File: src/logic/seq_consts.svh
`ifndef SEQ_CONSTS_SVH
`define SEQ_CONSTS_SVH

// lanes carried by one frame
`define CHANNEL_WIDTH 16

// lanes searched together by the locator
`define SUBFRAME_WIDTH 8

// trellis error patterns and the number of lanes each one spans
`define NUM_PATTERNS 4
`define PATTERN_DEPTH 2

// smallest absolute correlation metric that raises a flag
`define FLAG_THRESH 6

// holds flag codes 0 to 2*NUM_PATTERNS
`define FLAG_WIDTH 4

`endif

File: src/logic/error_pkg.sv
package error_pkg;

    // residual error left by the detector for one lane
    typedef logic signed [7:0] res_error_t;

    // correlation of residuals with one pattern
    // two terms of at most 128 each fit with room to spare
    typedef logic signed [9:0] metric_t;

    // absolute metric saturated at 255
    typedef logic [7:0] energy_t;

endpackage : error_pkg

File: src/logic/symbol_pkg.sv
`include "seq_consts.svh"

package symbol_pkg;

    // detected symbol, 0 to 3
    typedef logic [1:0] symbol_t;

    // correction applied to a symbol, -1 to 1
    typedef logic signed [1:0] adjust_t;

    // one weight of a trellis error pattern, -1 to 1
    typedef logic signed [1:0] branch_t;

    // 0 is no flag, 2p+1 is pattern p positive, 2p+2 is pattern p negative
    typedef logic [`FLAG_WIDTH-1:0] flag_t;

endpackage : symbol_pkg

File: src/logic/symbol_corrector.sv
`include "seq_consts.svh"

module symbol_corrector
    import symbol_pkg::*, error_pkg::*;
(
    input  logic       clk,
    input  logic       rst_n_i,
    input  logic       valid_i,
    input  symbol_t    symbols_i       [`CHANNEL_WIDTH-1:0],
    input  res_error_t res_errors_i    [`CHANNEL_WIDTH-1:0],
    input  adjust_t    symbol_adjust_i [`CHANNEL_WIDTH-1:0],
    output logic       valid_o,
    output symbol_t    symbols_o       [`CHANNEL_WIDTH-1:0],
    output res_error_t res_errors_o    [`CHANNEL_WIDTH-1:0],
    output adjust_t    symbol_adjust_o [`CHANNEL_WIDTH-1:0]
);

    logic signed [3:0] sum      [`CHANNEL_WIDTH-1:0];
    symbol_t           corr_sym [`CHANNEL_WIDTH-1:0];

    always_comb begin
        for (int i = 0; i < `CHANNEL_WIDTH; i++) begin
            sum[i] = $signed({2'b00, symbols_i[i]})
                   + $signed({{2{symbol_adjust_i[i][1]}}, symbol_adjust_i[i]});
            // clamp back into the symbol alphabet
            if (sum[i] < 0) begin
                corr_sym[i] = 2'd0;
            end else if (sum[i] > 4'sd3) begin
                corr_sym[i] = 2'd3;
            end else begin
                corr_sym[i] = sum[i][1:0];
            end
        end
    end

    always_ff @(posedge clk) begin
        if (!rst_n_i) begin
            valid_o <= 1'b0;
            for (int i = 0; i < `CHANNEL_WIDTH; i++) begin
                symbols_o[i]       <= '0;
                res_errors_o[i]    <= '0;
                symbol_adjust_o[i] <= '0;
            end
        end else begin
            valid_o <= valid_i;
            for (int i = 0; i < `CHANNEL_WIDTH; i++) begin
                symbols_o[i]       <= corr_sym[i];
                res_errors_o[i]    <= res_errors_i[i];
                symbol_adjust_o[i] <= symbol_adjust_i[i];
            end
        end
    end

    for (genvar l = 0; l < `CHANNEL_WIDTH; l++) begin : g_lane_check
        a_untouched_lane: assert property (@(posedge clk) disable iff (!rst_n_i)
            (valid_i && symbol_adjust_i[l] == '0) |=> (symbols_o[l] == $past(symbols_i[l])));
    end

endmodule : symbol_corrector

File: config.mk
export PLATFORM = sky130hd
export DESIGN_NAME = symbol_corrector
export DESIGN_NICKNAME = d
export VERILOG_FILES = /design/src/logic/error_pkg.sv /design/src/logic/symbol_pkg.sv /design/src/logic/symbol_corrector.sv
export VERILOG_INCLUDE_DIRS = /design/src /design/src/logic
export SDC_FILE = /design/constraint.sdc
export NUM_CORES = 1
export LEC_CHECK = 0
export ABC_AREA = 1
export BUFFER_PORTS_ARGS = -buffer_cell sky130_fd_sc_hd__buf_4
export CAP_MARGIN = 30
export CORE_AREA = 3 3 149 151
export DETAILED_ROUTE_END_ITERATION = 7
export DIE_AREA = 0 0 152 154
export HOLD_SLACK_MARGIN = 0.06
export PLACE_DENSITY = 0.75
export REMOVE_ABC_BUFFERS = 1
export SYNTH_ARGS = -nofsm -noshare
export SYNTH_HDL_FRONTEND = slang
export SYNTH_SLANG_ARGS = --single-unit
File: constraint.sdc
create_clock -name clk -period 2.02 [get_ports clk]
set_input_delay 0.202 -clock clk [delete_from_list [all_inputs] [get_ports clk]]
set_output_delay 0.202 -clock clk [all_outputs]
set_load 0.005 [all_outputs]
==> results.sh <==
export IMPL_p_leak_nw=7.508
export IMPL_synth_top_area_frac=0.5291
export IMPL_die_area_um2=23410
export IMPL_tns_ns=0
export IMPL_grt_max_degree=70
export IMPL_syn_area_per_cell_um2=8.383
export IMPL_rsz0062_at_grt="no"
export IMPL_cts_buffer_depth=2
export IMPL_cts_buffers_inserted=17
export IMPL_io_pins=388
export IMPL_worstMarginPinSlew_ns=0.3225
export IMPL_finalHoldViolCount=0
export IMPL_synth_top_area_cell="dfxtp_1"
export IMPL_core_area_um2=20960
export IMPL_synth_ff_type="dfxtp_1"
export IMPL_cts_hold_buffers=161
export IMPL_clock_sinks=193
export IMPL_outcome="finished, final reports clean"
export IMPL_max_cap_viol_count=0
export IMPL_cp_data_required_time_ns=2.37
export IMPL_yosysWarnings=0
export IMPL_synth_edf_count=0
export IMPL_cts_resized=0
export IMPL_diodes=0
export IMPL_slew_headroom=0.7850
export IMPL_hold_path_class="in -> reg"
export IMPL_drtPass1Iterations=4
export IMPL_fin_total_pwr_w=0.009014
export IMPL_synth_area_leaders="dfxtp_1 (53%), inv_1 (13%), nand2_1 (13%)"
export IMPL_routed_wl_um=23400
export IMPL_vias=7127
export IMPL_synth_commonest_cells="inv_1 (257), nand2_1 (257), dfxtp_1 (193), ha_1 (48), nand3_1 (48)"
export IMPL_fin_crit_sh=0.7872
export IMPL_fmaxAchievable_ghz=0.6289
export IMPL_powerDensity_nw_per_um2=714.0
export IMPL_startpoint_type="input pin"
export IMPL_antenna_found_initial=0
export IMPL_wl_per_cell_um=13.69
export IMPL_chipHeight_um=154
export IMPL_postPlaceCellArea_um2=10420
export IMPL_postCtsSetupBuffers=0
export IMPL_cts_root_buf="clkbuf_16"
export IMPL_die_width_um=152
export IMPL_worstPathMaxFanout=2
export IMPL_antenna_left=0
export IMPL_hold_slack_ns=0.09549
export IMPL_grt_pass1_wl_um=37360
export IMPL_ir_drop_v=0.0005133
export IMPL_route_detailed_drc=0
export IMPL_grt_usage=0.1974
export IMPL_grt_ovfl_total=0
export IMPL_io_buffers=387
export IMPL_syn_inst=871
export IMPL_cp_arrival_ns=1.94
export IMPL_utilization=0.6025
export IMPL_viasPerCell=4.170
export IMPL_ys_seq_elements=193
export IMPL_synthToLayoutAreaGrowth_pct=72.89
export IMPL_place_congestion=0.8928
export IMPL_synth_distinct_cells=10
export IMPL_final_nets=1680
export IMPL_dpl_hpwl_um=16130
export IMPL_start_util=0.3485
export IMPL_period_needed_ns=1.590
export IMPL_htreeDepth=4
export IMPL_cts_tree="done"
export IMPL_setup_viol=0
export IMPL_grt_pass1_vias=7432
export IMPL_synthArstFlopShare=0
export IMPL_layout_drive_gt1_share=0.2943
export IMPL_clkTransAtPathRegs_ns=0.08
export IMPL_crit_path_end_kind="flop"
export IMPL_fin_area_um2=12620
export IMPL_dr_first_iter_drc_count=246
export IMPL_ys_seq_area_frac=0.5291
export IMPL_worstSetupPathType="in -> reg"
export IMPL_num_rows=53
export IMPL_synth_area_um2=7302
export IMPL_slew_violations=0
layout by cell type (no fill, tap or decap), types with 16 or more instances in the layout:
cell type,netlist,routed
a21oi_1,32,32
fa_1,16,16
inv_1,257,257
buf_4,5,387
dlygate4sd3_1,0,161
ha_1,48,48
nand2_1,257,257
dfxtp_1,193,193
clkbuf_16,0,17
nand3_1,48,48
stage by stage:
stage / std cells / setup WS [ns]
after floorplan: 851 / 0.8409
after global placement: 1516 / 0.6340
after detailed placement: 1516 / 0.5840
after CTS: 1709 / 0.4614
after global routing: 1709 / 0.3675
final: 1709 / 0.4299
where the power goes:
part | total, W | internal [W] | switching (W) | leakage [nW]
clock network | 0.00336 | 0.00170 | 0.00166 | 0.289
registers | 0.00410 | 0.00403 | 0.0000683 | 1.61
logic | 0.00156 | 0.000901 | 0.000655 | 5.61
critical path, cell delays in order:
cell and delay, ns:
dlygate4sd3_1 0.55, buf_4 0.15, ha_1 0.20, fa_1 0.39, inv_1 0.07, nand2_1 0.04
nand2_1 0.08, nand3_1 0.10, a21oi_1 0.15
flip-flops by register name, indices dropped and copies added, names as in the netlist:
signal           count
res_errors_o       128
symbol_adjust_o     32
symbols_o           32
valid_o              1
area by class of cell:
| type | instances | area [um^2] |
|---|---|---|
| inverters | 257 | 964.7 |
| flip-flops and latches | 193 | 3864 |
| fillers | 1639 | 8330 |
| clock inverters | 14 | 158.9 |
| clock buffers | 18 | 439.2 |
| multi-input cells | 401 | 2286 |
| well taps | 275 | 344.1 |
| repair buffers | 551 | 4568 |
metal layers:
layer	vias up	routed length, um	global-route usage
li1	3560	-	-
met1	3235	8443	0.2013
met2	277	12470	0.3694
met3	55	1697	0.06699
met4	0	784	0.07962
met5	-	0	0
cells by family after synthesis:
kind of cell	synth area share
AND/OR/NAND/NOR	0.1650
adder cells (fa/ha/maj)	0.1261
flip-flops	0.5291
buffers and inverters	0.1578
AO/OA/AOI/OAI	0.02193
worst paths after layout:
| kind | start | endpoint | slack [ns] | depth (start not counted) |
|---|---|---|---|---|
| max | symbol_adjust_i[0] | symbols_o[0] | 0.43 | 9 |
| min | rst_n_i | res_errors_o[107] | 0.1 | 3 |
No activity file was read; power rests on OpenSTA's default activity.
