$ cat config.mk
export PLATFORM = sky130hd
export DESIGN_NAME = symbol_adjust_locator_datapath
export DESIGN_NICKNAME = d
export VERILOG_FILES = /design/src/logic/error_pkg.sv /design/src/logic/symbol_pkg.sv /design/src/logic/symbol_adjust_locator.sv /design/src/logic/symbol_adjust_locator_datapath.sv
export VERILOG_INCLUDE_DIRS = /design/src /design/src/logic
export SDC_FILE = /design/constraint.sdc
export NUM_CORES = 1
export LEC_CHECK = 0
export BUFFER_PORTS_ARGS = -buffer_cell sky130_fd_sc_hd__buf_2
export CAP_MARGIN = 10
export CORE_AREA = 10 10 213 215
export CTS_BUF_LIST = sky130_fd_sc_hd__clkbuf_2 sky130_fd_sc_hd__clkbuf_4 sky130_fd_sc_hd__clkbuf_8
export DETAILED_ROUTE_END_ITERATION = 10
export DIE_AREA = 0 0 223 225
export SLEW_MARGIN = 20
export SYNTH_ARGS = -nofsm -noshare
export SYNTH_HDL_FRONTEND = slang
export SYNTH_SLANG_ARGS = --single-unit
$ cat constraint.sdc
create_clock -name clk -period 20.2 [get_ports clk]
set_clock_uncertainty 0.15 [all_clocks]
set_input_delay 2.02 -clock clk [delete_from_list [all_inputs] [get_ports clk]]
set_output_delay 2.02 -clock clk [all_outputs]
set_load 0.03 [all_outputs]
$ cat src/logic/seq_consts.svh
`ifndef SEQ_CONSTS_SVH
`define SEQ_CONSTS_SVH

// lanes carried by one frame
`define CHANNEL_WIDTH 16

// lanes searched together by the locator
`define SUBFRAME_WIDTH 8

// trellis error patterns and the number of lanes each one spans
`define NUM_PATTERNS 4
`define PATTERN_DEPTH 2

// smallest absolute correlation metric that raises a flag
`define FLAG_THRESH 6

// holds flag codes 0 to 2*NUM_PATTERNS
`define FLAG_WIDTH 4

`endif

$ cat src/logic/error_pkg.sv
package error_pkg;

    // residual error left by the detector for one lane
    typedef logic signed [7:0] res_error_t;

    // correlation of residuals with one pattern
    // two terms of at most 128 each fit with room to spare
    typedef logic signed [9:0] metric_t;

    // absolute metric saturated at 255
    typedef logic [7:0] energy_t;

endpackage : error_pkg

$ cat src/logic/symbol_pkg.sv
`include "seq_consts.svh"

package symbol_pkg;

    // detected symbol, 0 to 3
    typedef logic [1:0] symbol_t;

    // correction applied to a symbol, -1 to 1
    typedef logic signed [1:0] adjust_t;

    // one weight of a trellis error pattern, -1 to 1
    typedef logic signed [1:0] branch_t;

    // 0 is no flag, 2p+1 is pattern p positive, 2p+2 is pattern p negative
    typedef logic [`FLAG_WIDTH-1:0] flag_t;

endpackage : symbol_pkg

$ cat src/logic/symbol_adjust_locator.sv
`include "seq_consts.svh"

module symbol_adjust_locator
    import symbol_pkg::*, error_pkg::*;
(
    input  flag_t   flags_i            [`CHANNEL_WIDTH-1:0],
    input  energy_t flag_ener_i        [`CHANNEL_WIDTH-1:0],
    input  branch_t trellis_patterns_i [`NUM_PATTERNS-1:0][`PATTERN_DEPTH-1:0],
    output adjust_t symbol_adjust_o    [`CHANNEL_WIDTH-1:0]
);

    localparam int NUM_SUB = `CHANNEL_WIDTH / `SUBFRAME_WIDTH;
    localparam int PIDX_W  = $clog2(`NUM_PATTERNS);
    localparam int LIDX_W  = $clog2(`SUBFRAME_WIDTH);

    always_comb begin
        logic              found;
        logic [LIDX_W-1:0] win;
        energy_t           win_ener;
        flag_t             win_flag;
        logic [PIDX_W-1:0] pat;
        logic              neg;

        for (int i = 0; i < `CHANNEL_WIDTH; i++) begin
            symbol_adjust_o[i] = '0;
        end

        for (int s = 0; s < NUM_SUB; s++) begin
            found    = 1'b0;
            win      = '0;
            win_ener = '0;
            win_flag = '0;

            // scan upward so an equal energy never displaces a lower lane
            for (int i = 0; i < `SUBFRAME_WIDTH; i++) begin
                if (flags_i[s*`SUBFRAME_WIDTH + i] != '0 &&
                    (!found || flag_ener_i[s*`SUBFRAME_WIDTH + i] > win_ener)) begin
                    found    = 1'b1;
                    win      = LIDX_W'(i);
                    win_ener = flag_ener_i[s*`SUBFRAME_WIDTH + i];
                    win_flag = flags_i[s*`SUBFRAME_WIDTH + i];
                end
            end

            // odd codes are positive, even codes negative
            pat = PIDX_W'((win_flag - 1'b1) >> 1);
            neg = ~win_flag[0];

            if (found) begin
                for (int k = 0; k < `PATTERN_DEPTH; k++) begin
                    if (int'(win) + k < `SUBFRAME_WIDTH) begin
                        symbol_adjust_o[s*`SUBFRAME_WIDTH + int'(win) + k] =
                            neg ? adjust_t'(-trellis_patterns_i[pat][k])
                                : adjust_t'(trellis_patterns_i[pat][k]);
                    end
                end
            end
        end
    end

endmodule : symbol_adjust_locator

$ cat src/logic/symbol_adjust_locator_datapath.sv
`include "seq_consts.svh"

module symbol_adjust_locator_datapath
    import symbol_pkg::*, error_pkg::*;
(
    input  logic       clk,
    input  logic       rst_n_i,
    input  logic       valid_i,
    input  flag_t      flags_i            [`CHANNEL_WIDTH-1:0],
    input  energy_t    flag_ener_i        [`CHANNEL_WIDTH-1:0],
    input  symbol_t    symbols_i          [`CHANNEL_WIDTH-1:0],
    input  res_error_t res_errors_i       [`CHANNEL_WIDTH-1:0],
    input  branch_t    trellis_patterns_i [`NUM_PATTERNS-1:0][`PATTERN_DEPTH-1:0],
    output logic       valid_o,
    output symbol_t    symbols_o          [`CHANNEL_WIDTH-1:0],
    output res_error_t res_errors_o       [`CHANNEL_WIDTH-1:0],
    output adjust_t    symbol_adjust_o    [`CHANNEL_WIDTH-1:0]
);

    localparam int NUM_SUB = `CHANNEL_WIDTH / `SUBFRAME_WIDTH;
    localparam int CNT_W   = $clog2(`SUBFRAME_WIDTH + 1);

    symbol_t    sym_dly [`CHANNEL_WIDTH-1:0];
    res_error_t res_dly [`CHANNEL_WIDTH-1:0];
    adjust_t    loc_adj [`CHANNEL_WIDTH-1:0];

    // the detector registers its flags once, so the raw frame waits one cycle
    always_ff @(posedge clk) begin
        if (!rst_n_i) begin
            for (int i = 0; i < `CHANNEL_WIDTH; i++) begin
                sym_dly[i] <= '0;
                res_dly[i] <= '0;
            end
        end else begin
            for (int i = 0; i < `CHANNEL_WIDTH; i++) begin
                sym_dly[i] <= symbols_i[i];
                res_dly[i] <= res_errors_i[i];
            end
        end
    end

    symbol_adjust_locator u_symbol_adjust_locator (
        .flags_i           (flags_i),
        .flag_ener_i       (flag_ener_i),
        .trellis_patterns_i(trellis_patterns_i),
        .symbol_adjust_o   (loc_adj)
    );

    always_ff @(posedge clk) begin
        if (!rst_n_i) begin
            valid_o <= 1'b0;
            for (int i = 0; i < `CHANNEL_WIDTH; i++) begin
                symbols_o[i]       <= '0;
                res_errors_o[i]    <= '0;
                symbol_adjust_o[i] <= '0;
            end
        end else begin
            valid_o <= valid_i;
            for (int i = 0; i < `CHANNEL_WIDTH; i++) begin
                symbols_o[i]       <= sym_dly[i];
                res_errors_o[i]    <= res_dly[i];
                symbol_adjust_o[i] <= loc_adj[i];
            end
        end
    end

    for (genvar s = 0; s < NUM_SUB; s++) begin : g_sub_check
        logic [CNT_W-1:0] nz_cnt;

        always_comb begin
            nz_cnt = '0;
            for (int i = 0; i < `SUBFRAME_WIDTH; i++) begin
                if (symbol_adjust_o[s*`SUBFRAME_WIDTH + i] != '0) begin
                    nz_cnt = nz_cnt + 1'b1;
                end
            end
        end

        // only one pattern may be expanded in a subframe
        a_one_pattern_per_sub: assert property (@(posedge clk) disable iff (!rst_n_i)
            nz_cnt <= CNT_W'(`PATTERN_DEPTH));
    end

endmodule : symbol_adjust_locator_datapath

==> impl_metrics.env, run 1 <==
export IMPL_outcome="finished, final reports clean"
export IMPL_gr_max_usage_layer="met2"
export IMPL_yosysWarningCount=0
export IMPL_synth_cell_types=76
export IMPL_arrival_ns=17.53
export IMPL_finalSetupTns_ns=0
export IMPL_reg2reg_to="res_errors_o[52]$_SDFF_PN0_"
export IMPL_area_growth_pct=29.1
export IMPL_io_pins=564
export IMPL_cts_buffers=52
export IMPL_relSlewSlack_pct=38.0
export IMPL_cts_tree="built"
export IMPL_syn_inst=1587
export IMPL_worst_path_buf_inv=8
export IMPL_cts_resized=0
export IMPL_p_leak_nw=9.84
export IMPL_gr_total_overflow=0
export IMPL_grt_pass1_vias=13600
export IMPL_clock_root_buffer="clkbuf_8"
export IMPL_finalInstanceArea_mm2=0.0198
export IMPL_fin_ws_ns=2.99
export IMPL_synth_top_cell_by_area="dfxtp_1"
export IMPL_vias=13400
export IMPL_numClockSinks=353
export IMPL_met3_usage_pct=6.15
export IMPL_drive_gt1_share_pct=32.9
export IMPL_crit_top_cell="ha_1"
export IMPL_min_delay_start="res_dly[13][4]$_SDFF_PN0_"
export IMPL_required_ns=20.52
export IMPL_worst_path_max_delay_cell="or4_1"
export IMPL_synth_simple_gate_area_share_pct=23.7
export IMPL_min_period_ns=17.21
export IMPL_post_cts_buffers=0
export IMPL_insertion_delay_ns=0.58
export IMPL_ys_seq_elements=353
export IMPL_chipWidth_um=223
export IMPL_end_kind="flip-flop"
export IMPL_synth_fa_ha_area_share_pct=9.36
export IMPL_timing_final_crit_share_pct=85.2
export IMPL_finalNonFillerCells=2741
export IMPL_place_ws_ns=2.40
export IMPL_place_port_buffers=563
export IMPL_firstDrtPassIters=5
export IMPL_synth_top_family_by_area="simple AND/OR/NAND/NOR gates"
export IMPL_place_congestion=0.929
export IMPL_worst_pin_slew_ns=0.922
export IMPL_ant_nets=0
export IMPL_ys_seq_area_share_pct=46.0
export IMPL_maxSlewViolCount=0
export IMPL_crit_path_max_incr_delay_ns=0.79
export IMPL_grt_use_met1_pct=22.9
export IMPL_detailed_place_hpwl_mm=45.4
export IMPL_clockBufferDepth=3
export IMPL_grt_start_max_net_pins=127
export IMPL_reg2reg_from="res_dly[6][4]$_SDFF_PN0_"
export IMPL_hp_class="reg2reg"
export IMPL_drc=0
export IMPL_synth_top_area_share_pct=46.0
export IMPL_drt_initial_drc_count=672
export IMPL_final_nets=2640
export IMPL_peakVddDrop_uv=110
export IMPL_synthMuxAreaShare_pct=5.72
export IMPL_die_area_mm2=0.0502
export IMPL_synth_compound_area_share_pct=10.5
export IMPL_core_mm2=0.0414
export IMPL_cp_start_kind="primary input"
export IMPL_crit_cells=58
export IMPL_grt_pass1_wl_mm=81.0
export IMPL_hold_violations=0
export IMPL_grtUsageTotal_pct=20.5
export IMPL_holdPathStages=1
export IMPL_synth_edff_count=0
export IMPL_fmax_mhz=58.1
export IMPL_clk_pin_slew_ns=0.06
export IMPL_crit_family="compound AO/OA/AOI/OAI gates"
export IMPL_synth_area_top_cells="dfxtp_1 46%, and2_1 13%, ha_1 9.4%"
export IMPL_cp_max_fo=28
export IMPL_rsz0062_at_grt="no"
export IMPL_ys_async_sr_fraction_pct=0
export IMPL_totalWireLength_mm=54.4
export IMPL_power_density_mw_per_mm2=143
export IMPL_use_met2_pct=37.1
export IMPL_synth_xor_area_share_pct=0.928
export IMPL_dp_cells=2639
export IMPL_worstSetupPathType="in2reg"
export IMPL_setup_viol=0
export IMPL_syn_area_per_cell_um2=9.69
export IMPL_cts_hold_buffers=0
export IMPL_reg2regPathDepth=1
export IMPL_fp_dieH_um=225
export IMPL_mappedNetlistNets=2073
export IMPL_initial_core_util_pct=37.1
export IMPL_placementRows=75
export IMPL_route_detailed_vias_per_inst=4.88
export IMPL_r2r_slack_ns=19.49
export IMPL_cts_htree_levels=2
export IMPL_place_area_mm2=0.0187
export IMPL_antenna_found_initial=19
export IMPL_synth_ff_type="dfxtp_1"
export IMPL_hold_ws_ns=0.274
export IMPL_mappedNetlistArea_mm2=0.0154
export IMPL_wl_per_cell_um=19.8
export IMPL_holdPathEnd="res_errors_o[108]$_SDFF_PN0_"
export IMPL_maxCapViolations=0
[state kept, by name (all words and copies together) (netlist names)]
| register | cells |
|---|---|
| res_dly | 128 |
| valid_o | 1 |
| symbol_adjust_o | 32 |
| symbols_o | 32 |
| res_errors_o | 128 |
| sym_dly | 32 |
[cells by family after synthesis]
kind of cell,Yosys count
AO/OA/AOI/OAI,244
XOR/XNOR,12
adder cells (fa/ha/maj),115
buffers and inverters,158
flip-flops,353
multiplexers,81
AND/OR/NAND/NOR,624
[power breakdown]
group	internal [mW]	switching [mW]	total (mW)
Clock	0.324	0.260	0.583
Combinational	0.578	0.921	1.50
Sequential	0.745	0.0117	0.756
[cell usage after synthesis, types with 7 or more instances]
master and instances:
nand2b_1 8, dfxtp_1 353, nor3_1 10, o21a_1 10, nand2_1 73, nand4_1 30
ha_1 115, nor2_1 60, nand4b_1 9, o211ai_1 12, nand3_1 32, o21ai_0 54
a21oi_1 64, or4_1 10, mux2_2 30, o31ai_1 7, o22ai_1 17, xor2_1 10
mux2i_1 47, and2_1 329, a32o_1 7, nor4_1 15, a21o_1 14, clkbuf_1 55
inv_1 98, nor2b_1 16
[cells in the final DEF (no fill, tap or decap), types with 4 or more instances in the layout]
cell        n
clkbuf_4   20
and2_1    329
nand2b_1    8
or4_1      10
mux2i_1    47
ha_1      115
a211oi_1    6
nand2_1    73
o21ai_0    53
buf_2     562
nand4b_1    9
a31oi_1     5
o21bai_1    4
xor2_1     10
a21o_1     14
mux2_2     30
clkbuf_8   61
nand4_1    30
a221oi_1    5
a32o_1      7
o211ai_1   12
and3_1      6
a21oi_1    64
diode_2    13
clkinv_2    4
nor4_1     15
nor2b_1    16
dfxtp_1   353
nor3_1      9
inv_1      98
o31ai_1     6
nor2_1     60
nand3_1    32
o21a_1     10
buf_4       9
o22ai_1    17
[worst max path at each step]
stage,start,endpoint,slack (ns)
floorplan,flags_i[33],symbol_adjust_o[23]$_SDFF_PN0_,3.05
global placement,flags_i[1],symbol_adjust_o[7]$_SDFF_PN0_,2.55
detailed placement,flags_i[33],symbol_adjust_o[17]$_SDFF_PN0_,2.40
CTS,flags_i[33],symbol_adjust_o[17]$_SDFF_PN0_,3.03
global route,flags_i[33],symbol_adjust_o[29]$_SDFF_PN0_,1.75
finish,flags_i[33],symbol_adjust_o[17]$_SDFF_PN0_,2.99
[area by class of cell]
cell class	instances	area [µm²]
Antenna cell	13	32.5
Timing Repair Buffer	572	2890
Inverter	99	372
Sequential cell	353	7070
Clock buffer	81	990
Multi-Input combinational cell	1076	7740
Clock inverter	8	81.3
Tap cell	539	674
Fill cell	4021	21500
[through the flow]
stage	power, mW	util, %
floorplan	1.88	-
finish	2.84	48.0
CTS	2.85	47.9
detailed placement	2.25	45.3
global route	3.04	47.9
global placement	2.22	45.3
[layer usage]
metal	share of wire [%]	wire length, µm	vias to the layer above
met1	40	21600	6208
met3	7.6	4140	75
met2	51	27600	478
li1	-	-	6605
met5	0.13	72	-
met4	1.9	1030	12
Note: power is estimated with default switching activity, not from simulation.
==> inputs of run 2 (changes only) <==
- CORE_AREA: 10 10 213 215 -> 2 2 218 220
- DIE_AREA: 0 0 223 225 -> 0 0 220 222
==> impl_metrics.env, run 2 (synthesis gave the netlist of run 1 again) <==
export IMPL_outcome="finished, final reports clean"
export IMPL_cts_htree_levels=2
export IMPL_p_sw_share_pct=41.9
export IMPL_placementRows=79
export IMPL_crit_path_max_incr_delay_ns=0.79
export IMPL_power_internal_mw=1.67
export IMPL_worstSetupPathType="in2reg"
export IMPL_clk_pin_slew_ns=0.06
export IMPL_place_congestion=0.958
export IMPL_pwr_share_seq_pct=26.3
export IMPL_antenna_found_initial=15
export IMPL_cp_max_fo=28
export IMPL_cts_resized=0
export IMPL_grtUsageTotal_pct=20.0
export IMPL_wl_per_cell_um=18.2
export IMPL_clock_root_buffer="clkbuf_8"
export IMPL_drive_gt1_share_pct=33.0
export IMPL_peakVddDrop_uv=127
export IMPL_cp_endpoint="symbol_adjust_o[21]$_SDFF_PN0_"
export IMPL_total_power_mw=2.88
export IMPL_cts_tree="built"
export IMPL_timing_final_crit_share_pct=88.2
export IMPL_relSlewSlack_pct=34.4
export IMPL_ant_nets=0
export IMPL_layout_common_cells="562 x buf_2, 353 x dfxtp_1, 329 x and2_1"
export IMPL_place_port_buffers=563
export IMPL_finalSetupTns_ns=0
export IMPL_grt_start_max_net_pins=172
export IMPL_die_area_mm2=0.0488
export IMPL_gr_total_overflow=0
export IMPL_maxSlewViolCount=0
export IMPL_cts_buffers=53
export IMPL_reg2reg_to="res_errors_o[45]$_SDFF_PN0_"
export IMPL_route_detailed_vias_per_inst=4.81
export IMPL_totalWireLength_mm=51.0
export IMPL_power_density_mw_per_mm2=144
export IMPL_insertion_delay_ns=0.60
export IMPL_hold_violations=0
export IMPL_min_period_ns=17.82
export IMPL_cp_startpoint="flags_i[33]"
export IMPL_arrival_ns=18.15
export IMPL_cp_start_kind="primary input"
export IMPL_numClockSinks=353
export IMPL_grt_pass1_wl_mm=76.2
export IMPL_io_pins=564
export IMPL_area_growth_pct=30.1
export IMPL_crit_top_cell="ha_1"
export IMPL_detailed_place_hpwl_mm=41.5
export IMPL_worst_path_max_delay_cell="or4_1"
export IMPL_reg2regPathDepth=1
export IMPL_r2r_slack_ns=19.48
export IMPL_reg2reg_from="res_dly[5][5]$_SDFF_PN0_"
export IMPL_maxCapViolations=0
export IMPL_firstDrtPassIters=5
export IMPL_worst_pin_slew_ns=0.959
export IMPL_clockBufferDepth=3
export IMPL_initial_core_util_pct=33.2
export IMPL_chipWidth_um=220
export IMPL_hold_ws_ns=0.269
export IMPL_p_comb_share_pct=52.0
export IMPL_hp_class="reg2reg"
export IMPL_drc=0
export IMPL_fillCellCount=4618
export IMPL_grt_pass1_vias=13600
export IMPL_reg_top3="res_dly x128, res_errors_o x128"
export IMPL_fp_dieH_um=222
export IMPL_fmax_mhz=56.1
export IMPL_setup_viol=0
export IMPL_rsz0062_at_grt="no"
export IMPL_required_ns=20.53
export IMPL_p_leak_nw=9.89
export IMPL_drt_initial_drc_count=623
export IMPL_final_nets=2641
export IMPL_final_common_cell="buf_2"
export IMPL_core_mm2=0.0463
export IMPL_switchingPower_mw=1.21
export IMPL_cts_hold_buffers=0
export IMPL_p_clk_share_pct=21.6
export IMPL_end_kind="flip-flop"
export IMPL_vias=13500
export IMPL_post_cts_buffers=0
==> run 2: cell types whose count changed in the layout (fill, tap and decap cells not counted), sizes merged <==
cell | before | now
clkinv | 4 | 6
diode | 13 | 4
clkinvlp | 2 | 1
bufinv | 1 | 2
clkbuf | 81 | 82
inv | 100 | 102
==> run 2: how the worst min path moves through the flow <==
stage,slack (ns),end,cells past startpoint,startpoint
after floorplan,0.26,res_errors_o[0]$_SDFF_PN0_,1,res_dly[0][0]$_SDFF_PN0_
after global placement,0.26,res_errors_o[96]$_SDFF_PN0_,1,res_dly[12][0]$_SDFF_PN0_
after detailed placement,0.27,res_errors_o[75]$_SDFF_PN0_,1,res_dly[9][3]$_SDFF_PN0_
after CTS,0.27,res_errors_o[126]$_SDFF_PN0_,1,res_dly[15][6]$_SDFF_PN0_
after global routing,0.28,res_errors_o[84]$_SDFF_PN0_,1,res_dly[10][4]$_SDFF_PN0_
final,0.27,symbols_o[11]$_SDFF_PN0_,1,sym_dly[5][1]$_SDFF_PN0_
==> run 2: worst max-delay path, delay by kind of cell <==
kind                       cells  cell delay [ns]
muxes                          4             1.38
xor gates and xnor gates       2             0.48
buffers and inverters          8             1.51
AOI/OAI and AO/OA             21             5.43
and+or+nand+nor               20             4.91
adders and majority gates      8             2.44
==> run 2: layer usage <==
layer	global-route usage (%)	vias to the layer above	part of all wire [%]
li1	-	6603	-
met1	22.0	6235	38
met2	36.5	521	50
met3	5.91	106	9.3
met4	5.91	16	2.6
met5	0	-	0.21
==> run 2: per-stage QoR <==
step	cell area, µm²	setup slack [ns]	instances	util, %
3_5_place_dp	18800	1.97	2707	40.7
5_1_grt	20000	1.15	2803	43.2
4_1_cts	20000	2.58	2801	43.2
6_report	20000	2.38	2805	43.2
2_1_floorplan	15400	3.05	1587	-
3_3_place_gp	18800	2.06	2707	40.7
==> run 2: power by group through the flow <==
stage / clock (mW) / sequential (mW) / combinational, mW
after floorplan: 0 / 0.827 / 1.05
after global placement: 0 / 0.773 / 1.44
after detailed placement: 0 / 0.774 / 1.47
after CTS: 0.645 / 0.759 / 1.48
after global routing: 0.676 / 0.762 / 1.63
final: 0.622 / 0.758 / 1.50
==> run 2: layout make-up <==
cell class                 count  area (µm²)  area share (%)
timing repair buffer         572        2900            14.5
inverter                      99         372            1.86
clock buffer                  82        1020            5.08
sequential                   353        7070            35.3
clock inverter                12         140           0.701
antenna                        4        10.0          0.0501
multi-input combinational   1076        7740            38.7
tap                          607         759            3.80
